$ cat src/logic/img_tx_settings.svh
`ifndef IMG_TX_SETTINGS_SVH
`define IMG_TX_SETTINGS_SVH

// image size in bytes, 16384 for the full frame
`define IMG_PIXELS 16

// must equal log2 of IMG_PIXELS
`define ADDR_W 4

// clock cycles per serial bit
`define CLOCKS_PER_BAUD 8

// frame buffer read latency, matches the two-stage read
`define RD_LATENCY 2

`endif
$ cat src/logic/img_tx_pkg.sv
`include "img_tx_settings.svh"

package img_tx_pkg;

  // scan sequence, two bits so it can go straight out as out_state
  typedef enum logic [1:0] {
    IDLE         = 2'd0,
    WAITING      = 2'd1,
    TRANSMITTING = 2'd2
  } scan_state_t;

  typedef logic [7:0] pixel_t; // one image byte

  typedef logic [`ADDR_W-1:0] addr_t; // frame buffer address

endpackage

$ cat src/logic/scan_ctrl_if.sv
`timescale 1ns/1ps

interface scan_ctrl_if;

  logic                clear;      // zero the address, restart wait
  logic                advance;    // next address, restart wait
  img_tx_pkg::addr_t   addr;       // current pixel address
  logic                data_ready; // read latency has passed
  logic                last;       // addr is the final pixel

  modport fsm (
    output clear,
    output advance,
    input  data_ready,
    input  last
  );

  modport counter (
    input  clear,
    input  advance,
    output addr,
    output data_ready,
    output last
  );

endinterface

$ cat src/logic/img_tx_top.sv
`timescale 1ns/1ps
`include "img_tx_settings.svh"

module img_tx_top (
  input  logic              clk,
  input  logic              rst_in,
  input  logic              wr_en,
  input  logic [`ADDR_W-1:0] wr_addr,
  input  logic [7:0]        wr_data,
  input  logic              img_ready,
  output logic              tx,
  output logic              busy,
  output logic [1:0]        out_state
);

  import img_tx_pkg::*;

  pixel_t rd_data; // buffer output into the serializer
  logic   start;
  logic   lock;
  logic   done;

  scan_ctrl_if ctrl_bus ();

  frame_buffer frame_buffer_inst (
    .clk     (clk),
    .wr_en   (wr_en),
    .wr_addr (wr_addr),
    .wr_data (wr_data),
    .lock    (lock),
    .rd_addr (ctrl_bus.addr),
    .rd_data (rd_data)
  );

  pixel_addr_counter pixel_addr_counter_inst (
    .clk    (clk),
    .rst_in (rst_in),
    .ctrl   (ctrl_bus.counter)
  );

  send_img_fsm send_img_fsm_inst (
    .clk       (clk),
    .rst_in    (rst_in),
    .img_ready (img_ready),
    .ctrl      (ctrl_bus.fsm),
    .done      (done),
    .start     (start),
    .lock      (lock),
    .busy      (busy),
    .out_state (out_state)
  );

  uart_tx uart_tx_inst (
    .clk    (clk),
    .rst_in (rst_in),
    .data   (rd_data),
    .start  (start),
    .done   (done),
    .tx     (tx)
  );

endmodule

$ cat src/logic/uart_tx.sv
`timescale 1ns/1ps
`include "img_tx_settings.svh"

module uart_tx (
  input  logic               clk,
  input  logic               rst_in,
  input  img_tx_pkg::pixel_t data,
  input  logic               start,
  output logic               done,
  output logic               tx
);

  import img_tx_pkg::*;

  localparam int FRAME_BITS = $bits(pixel_t) + 2; // start + data + stop
  localparam int BAUD_W     = $clog2(`CLOCKS_PER_BAUD);
  localparam logic [BAUD_W-1:0] BAUD_LAST = BAUD_W'(`CLOCKS_PER_BAUD - 1);
  localparam logic [3:0] BIT_LAST = 4'(FRAME_BITS - 1);

  logic                  active;
  logic [BAUD_W-1:0]     baud_cnt;
  logic [3:0]            bit_cnt;
  logic [FRAME_BITS-1:0] shreg;

  always_ff @(posedge clk) begin
    if (rst_in) begin
      active   <= 1'b0;
      baud_cnt <= '0;
      bit_cnt  <= '0;
    end else if (!active) begin
      if (start) begin
        active   <= 1'b1;
        baud_cnt <= '0;
        bit_cnt  <= '0;
      end
    end else if (baud_cnt == BAUD_LAST) begin
      baud_cnt <= '0;
      if (bit_cnt == BIT_LAST) begin
        active <= 1'b0; // stop bit finished
      end else begin
        bit_cnt <= bit_cnt + 1'b1;
      end
    end else begin
      baud_cnt <= baud_cnt + 1'b1;
    end
  end

  // frame shifts out LSB first, start bit sits in bit 0
  always_ff @(posedge clk) begin
    if (!active && start) begin
      shreg <= {1'b1, data, 1'b0};
    end else if (active && baud_cnt == BAUD_LAST) begin
      shreg <= {1'b1, shreg[FRAME_BITS-1:1]};
    end
  end

  assign done = !active;
  assign tx   = active ? shreg[0] : 1'b1; // idle line is high

endmodule

$ cat src/logic/send_img_fsm.sv
`timescale 1ns/1ps

module send_img_fsm (
  input  logic                    clk,
  input  logic                    rst_in,
  input  logic                    img_ready,
  scan_ctrl_if.fsm                ctrl,
  input  logic                    done,
  output logic                    start,
  output logic                    lock,
  output logic                    busy,
  output img_tx_pkg::scan_state_t out_state
);

  import img_tx_pkg::*;

  scan_state_t state;
  scan_state_t state_next;

  always_ff @(posedge clk) begin
    if (rst_in) begin
      state <= IDLE;
    end else begin
      state <= state_next;
    end
  end

  always_comb begin
    state_next = state;
    case (state)
      IDLE: begin
        if (img_ready) begin
          state_next = WAITING;
        end
      end
      WAITING: begin
        if (ctrl.data_ready) begin
          state_next = TRANSMITTING; // start goes out this cycle
        end
      end
      TRANSMITTING: begin
        // done comes back high once the stop bit is over
        if (done) begin
          state_next = ctrl.last ? IDLE : WAITING;
        end
      end
      default: state_next = IDLE;
    endcase
  end

  // one clear per image, one start and one advance per pixel
  assign ctrl.clear   = (state == IDLE) && img_ready;
  assign start        = (state == WAITING) && ctrl.data_ready;
  assign ctrl.advance = (state == TRANSMITTING) && done && !ctrl.last;

  assign busy      = (state != IDLE);
  assign lock      = (state != IDLE); // buffer frozen for the whole scan
  assign out_state = state;

endmodule

$ cat src/logic/pixel_addr_counter.sv
`timescale 1ns/1ps
`include "img_tx_settings.svh"

module pixel_addr_counter (
  input  logic           clk,
  input  logic           rst_in,
  scan_ctrl_if.counter   ctrl
);

  import img_tx_pkg::*;

  localparam int TIMER_W = $clog2(`RD_LATENCY + 1);
  localparam logic [TIMER_W-1:0] WAIT_DONE = TIMER_W'(`RD_LATENCY);
  localparam addr_t LAST_ADDR = addr_t'(`IMG_PIXELS - 1);

  addr_t              addr_q;
  logic [TIMER_W-1:0] wait_cnt;

  always_ff @(posedge clk) begin
    if (rst_in) begin
      addr_q   <= '0;
      wait_cnt <= '0;
    end else if (ctrl.clear) begin
      addr_q   <= '0;
      wait_cnt <= '0;
    end else if (ctrl.advance) begin
      addr_q   <= addr_q + 1'b1;
      wait_cnt <= '0;
    end else if (wait_cnt != WAIT_DONE) begin
      wait_cnt <= wait_cnt + 1'b1; // holds at WAIT_DONE
    end
  end

  // timer starts at zero on the cycle the new address appears,
  // so it reaches WAIT_DONE just as the buffer output catches up
  assign ctrl.addr       = addr_q;
  assign ctrl.data_ready = (wait_cnt == WAIT_DONE);
  assign ctrl.last       = (addr_q == LAST_ADDR);

endmodule

$ cat src/logic/frame_buffer.sv
`timescale 1ns/1ps
`include "img_tx_settings.svh"

module frame_buffer (
  input  logic               clk,
  input  logic               wr_en,
  input  img_tx_pkg::addr_t  wr_addr,
  input  img_tx_pkg::pixel_t wr_data,
  input  logic               lock,
  input  img_tx_pkg::addr_t  rd_addr,
  output img_tx_pkg::pixel_t rd_data
);

  import img_tx_pkg::*;

  pixel_t mem [`IMG_PIXELS];
  addr_t  rd_addr_q;

  // write port, held off while a scan is running
  always_ff @(posedge clk) begin
    if (wr_en && !lock) begin
      mem[wr_addr] <= wr_data;
    end
  end

  // two-stage read: address register, then output register
  always_ff @(posedge clk) begin
    rd_addr_q <= rd_addr;
    rd_data   <= mem[rd_addr_q];
  end

endmodule

$ cat config.mk
export PLATFORM = sky130hd
export DESIGN_NAME = img_tx_top
export DESIGN_NICKNAME = d
export VERILOG_FILES = /design/src/logic/img_tx_pkg.sv /design/src/logic/scan_ctrl_if.sv /design/src/logic/img_tx_top.sv /design/src/logic/uart_tx.sv /design/src/logic/send_img_fsm.sv /design/src/logic/pixel_addr_counter.sv /design/src/logic/frame_buffer.sv
export VERILOG_INCLUDE_DIRS = /design/src /design/src/logic
export SDC_FILE = /design/constraint.sdc
export NUM_CORES = 1
export LEC_CHECK = 0
export ABC_CLOCK_PERIOD_IN_PS = 2900
export BUFFER_PORTS_ARGS = -buffer_cell sky130_fd_sc_hd__buf_4
export CORE_ASPECT_RATIO = 0.5
export CORE_MARGIN = 3
export CORE_UTILIZATION = 52
export DETAILED_ROUTE_END_ITERATION = 8
export GPL_ROUTABILITY_DRIVEN = 0
export PLACE_DENSITY_LB_ADDON = 0.1
export SYNTH_ARGS = -nofsm -noshare
export SYNTH_HDL_FRONTEND = slang
export SYNTH_SLANG_ARGS = --single-unit
$ cat constraint.sdc
create_clock -name clk -period 2.9 [get_ports clk]
set_clock_uncertainty 0.2 [all_clocks]
set_input_delay 0.145 -clock clk [delete_from_list [all_inputs] [get_ports clk]]
set_output_delay 0.145 -clock clk [all_outputs]
set_load 0.03 [all_outputs]
==> results.md <==
* First-pass GRT wire length at just over 20000 µm
* Critical path start-end classification: flop to flop
* Via density per instance at about 6
* Clock-pin slew on the worst setup and hold paths at 0.07 ns
* Average size of a mapped cell at 17.70 µm²
* Final period util at 81.78%
* Number of antenna violations at the first check in global routing at 0
* Final Hold Viols at 0
* Area growth, synth to finish at 17.04%
* Category of the worst setup path capture point: flop
* Estimated wirelength of the detail-placed design at 8258 µm
* Congestion Overflow GR at 0
* Data required time of the worst path at 2.75 ns
* Count of pins on the block boundary at 20
* Pin count of the biggest net entering global routing at 33
* Critical path launch point type: flop
* Chip Width at 162.6 µm
* Final Critical Period at about 2.4 ns
* Routed WL per cell at 22.83 µm
* Effective utilization at floorplan at between 50% and 60%
* Highest clock frequency the design can meet at about 420 MHz
* Root cell of the clock tree: sky130_fd_sc_hd__clkbuf_16
* Mapped cell area at 6372 µm²
* Slew HR at 42.80%
* Total Nets Final at 422
* Final Max Tran Viols at 0
* Vias after detailed routing at roughly 3400
* Slowest Stage Delay on Critical Path at between 0.7 and 0.8 ns
* Max-cap violations at 0
* TritonCTS sink count at between 150 and 200
* Switching power at 0.001107 W
* Critical Path, Cell by Cell: nor2_1 -> nand4b_1 -> nor2_1
* Share of layout cells above drive strength 1 at 22.57%
* Count of port buffers added during placement at 19
* Largest buffer count on any clock path at 2
* Cell count after synthesis at 360
* Hold slack at 0.04641 ns
* Total Die Area at 13700 µm²
* Status: finished, final reports clean
* Internal at 0.004133 W
* # fillers at 762
* Number of library cell types mapped by synthesis at 36
* Clock tree from TritonCTS: done
* Highest net fanout along the worst path at 8
* Vertical die dimension at 84.28 µm
* Power per cell area at ~700 nW/µm²
* Via count of the first global-routing pass at 3490
* Logic gate share of total power at 2.8%
* Final setup violation count at 0
* Utilization of the core after routing at 65.13%
* Final routed DRC violation total at 0
* Class of the most critical hold timing path: primary input to flop
* Post-CTS Setup Inserts at 0
* Insertion delay of the later-clocked pin in the worst-skew pair at 0.42 ns
* Sequential area share after synthesis at 73.20%
* First-pass iteration count of the detailed router at 5
* Std-Cell Core Area at 11450 µm²
* Crit path max-delay cell type: sky130_fd_sc_hd__nor2_1
* Synthesis warning total at 0
* Inserted Clock Buffers at 17
* Worst Max-Slew Pin Slew at approximately 0.85 ns
* Leakage power total at 2.448 nW
* Clock power frac at a little under half
* H-tree Lvls at 4
* Standard-cell row count at 27
* Switching power share of the total at 21.12%
* Flop and latch count out of synthesis at 165
* Antenna Nets Post-Route at 0
* Cell seen most often among critical-path stages: sky130_fd_sc_hd__nor2_1
* Routed WL at roughly 13000 µm
* RSZ-0062 raised after global routing: no
* Initial DRC count at 513
* Data arrival time of the critical path at 2.22 ns
* Inserted Diodes at 0
* Setup TNS at 0 ns
* Nets in the synthesized netlist at 383
* Largest vdd supply drop at 0.4008 mV
* Relative contribution of sequential cells to total power at 49.8%
* Tot GR Track Use at 20.80%
## per-layer routing
metal / track usage [%] / routed length [µm] / up-vias
li1: - / - / 1517
met1: 30.56 / 5853 / 1740
met2: 30.74 / 6011 / 141
met3: 6.604 / 1089 / 10
met4: 5.142 / 83 / 0
met5: 0 / 0 / -
## timing repair
action / 4_1_cts / 5_1_grt
hold buffers: 10 / 0
endpoints found under the hold margin: 144 / 0
resized for setup: 0 / 0
## power groups by stage
stage / logic, W / clock network (W) / registers (W)
detailed placement: 0.000137 / 0 / 0.00266
CTS: 0.000148 / 0.00250 / 0.00261
finish: 0.000148 / 0.00248 / 0.00261
global route: 0.000162 / 0.00261 / 0.00261
global placement: 0.000133 / 0 / 0.00266
floorplan: 0.0000652 / 0 / 0.00266
## synthesized netlist by cell type (all sizes together)
library cell    n  area (µm²)
and4            1       8.760
o211a           1       10.01
nor2           19       71.32
o21ai           3       15.01
a211oi          1       7.510
nand2          18       67.56
a21oi          12       60.06
a21o            4       30.03
buf            10       51.29
and3            1       6.260
nor2b           5       31.28
xor2            1       8.760
a22o            7       61.31
mux2i           2       20.02
and2            2       12.51
nor4b           1       8.760
mux4           32       720.7
a22oi          16       120.1
inv             5       18.77
or3b            2       17.52
clkbuf          8       31.28
nor3            7       35.03
o31ai           2       15.01
nand2b          5       31.28
a31oi           3       18.77
ha              7       87.58
edfxtp        136        4084
dfxtp          29       580.6
nand4           3       18.77
nand4b          3       26.28
nand3           2       10.01
or3             3       18.77
nand3b          9       67.56
## layout make-up
cell class	count	area, µm²	share of cell area [%]
Tap cell	159	198.9	2.667
Inverter	5	18.77	0.2516
Clock buffer	17	425.4	5.704
Sequential cell	165	4666	62.56
Clock inverter	15	232.7	3.120
Multi-Input combinational cell	172	1607	21.54
Timing Repair Buffer	38	310.3	4.160
## path summary, 6_finish.rpt
path,depth (start not counted),startpoint,end,slack [ns]
max reg2reg,3,send_img_fsm_inst.out_state[1],frame_buffer_inst.mem[6][2],0.53
max,3,send_img_fsm_inst.out_state[1],frame_buffer_inst.mem[6][2],0.53
min,3,wr_addr[2],frame_buffer_inst.mem[1][5],0.05
min reg2reg,0,pixel_addr_counter_inst.ctrl.addr[1],frame_buffer_inst.rd_addr_q[1],0.20
## per-stage QoR
stage | cells | area (µm²) | total power, W | worst slack, ns
floorplan | 360 | 6372 | 0.002721 | 0.6448
global placement | 529 | 6700 | 0.002792 | 0.5912
detailed placement | 529 | 6700 | 0.002798 | 0.5941
CTS | 571 | 7458 | 0.005262 | 0.5314
global route | 571 | 7458 | 0.005387 | 0.4045
finish | 571 | 7458 | 0.005239 | 0.5284
## cell families after synthesis
logic type | count (synthesis) | share of synthesized area, %
flip-flops | 165 | 73.20
AND/OR/NAND/NOR | 81 | 6.774
AO/OA/AOI/OAI | 49 | 5.301
multiplexers | 34 | 11.62
buffers and inverters | 23 | 1.590
adder cells (fa/ha/maj) | 7 | 1.374
XOR/XNOR | 1 | 0.1375
## placed cells by master (no fill, tap or decap), drive strengths merged, types with 10 or more instances in the layout
cell and n:
clkbuf 17, dlygate4sd3 10, a22oi 16, inv 13, nand2 18, nor2 19, edfxtp 136, a21oi 12
dfxtp 29, mux4 32, buf 28
## flip-flops by register name, indices dropped and copies added, names as in the netlist
register	flops
frame_buffer_inst.mem	128
uart_tx_inst.shreg	9
frame_buffer_inst.rd_data	8
frame_buffer_inst.rd_addr_q	4
pixel_addr_counter_inst.ctrl.addr	4
uart_tx_inst.bit_cnt	4
uart_tx_inst.baud_cnt	3
pixel_addr_counter_inst.wait_cnt	2
send_img_fsm_inst.out_state	2
uart_tx_inst.active	1
## worst max-delay path: cells and delay by family (launching register included)
kind             cells  cell delay [ns]
flip-flops           1             0.38
AND/OR/NAND/NOR      3             1.41
Note: power is estimated with default switching activity, not from simulation.
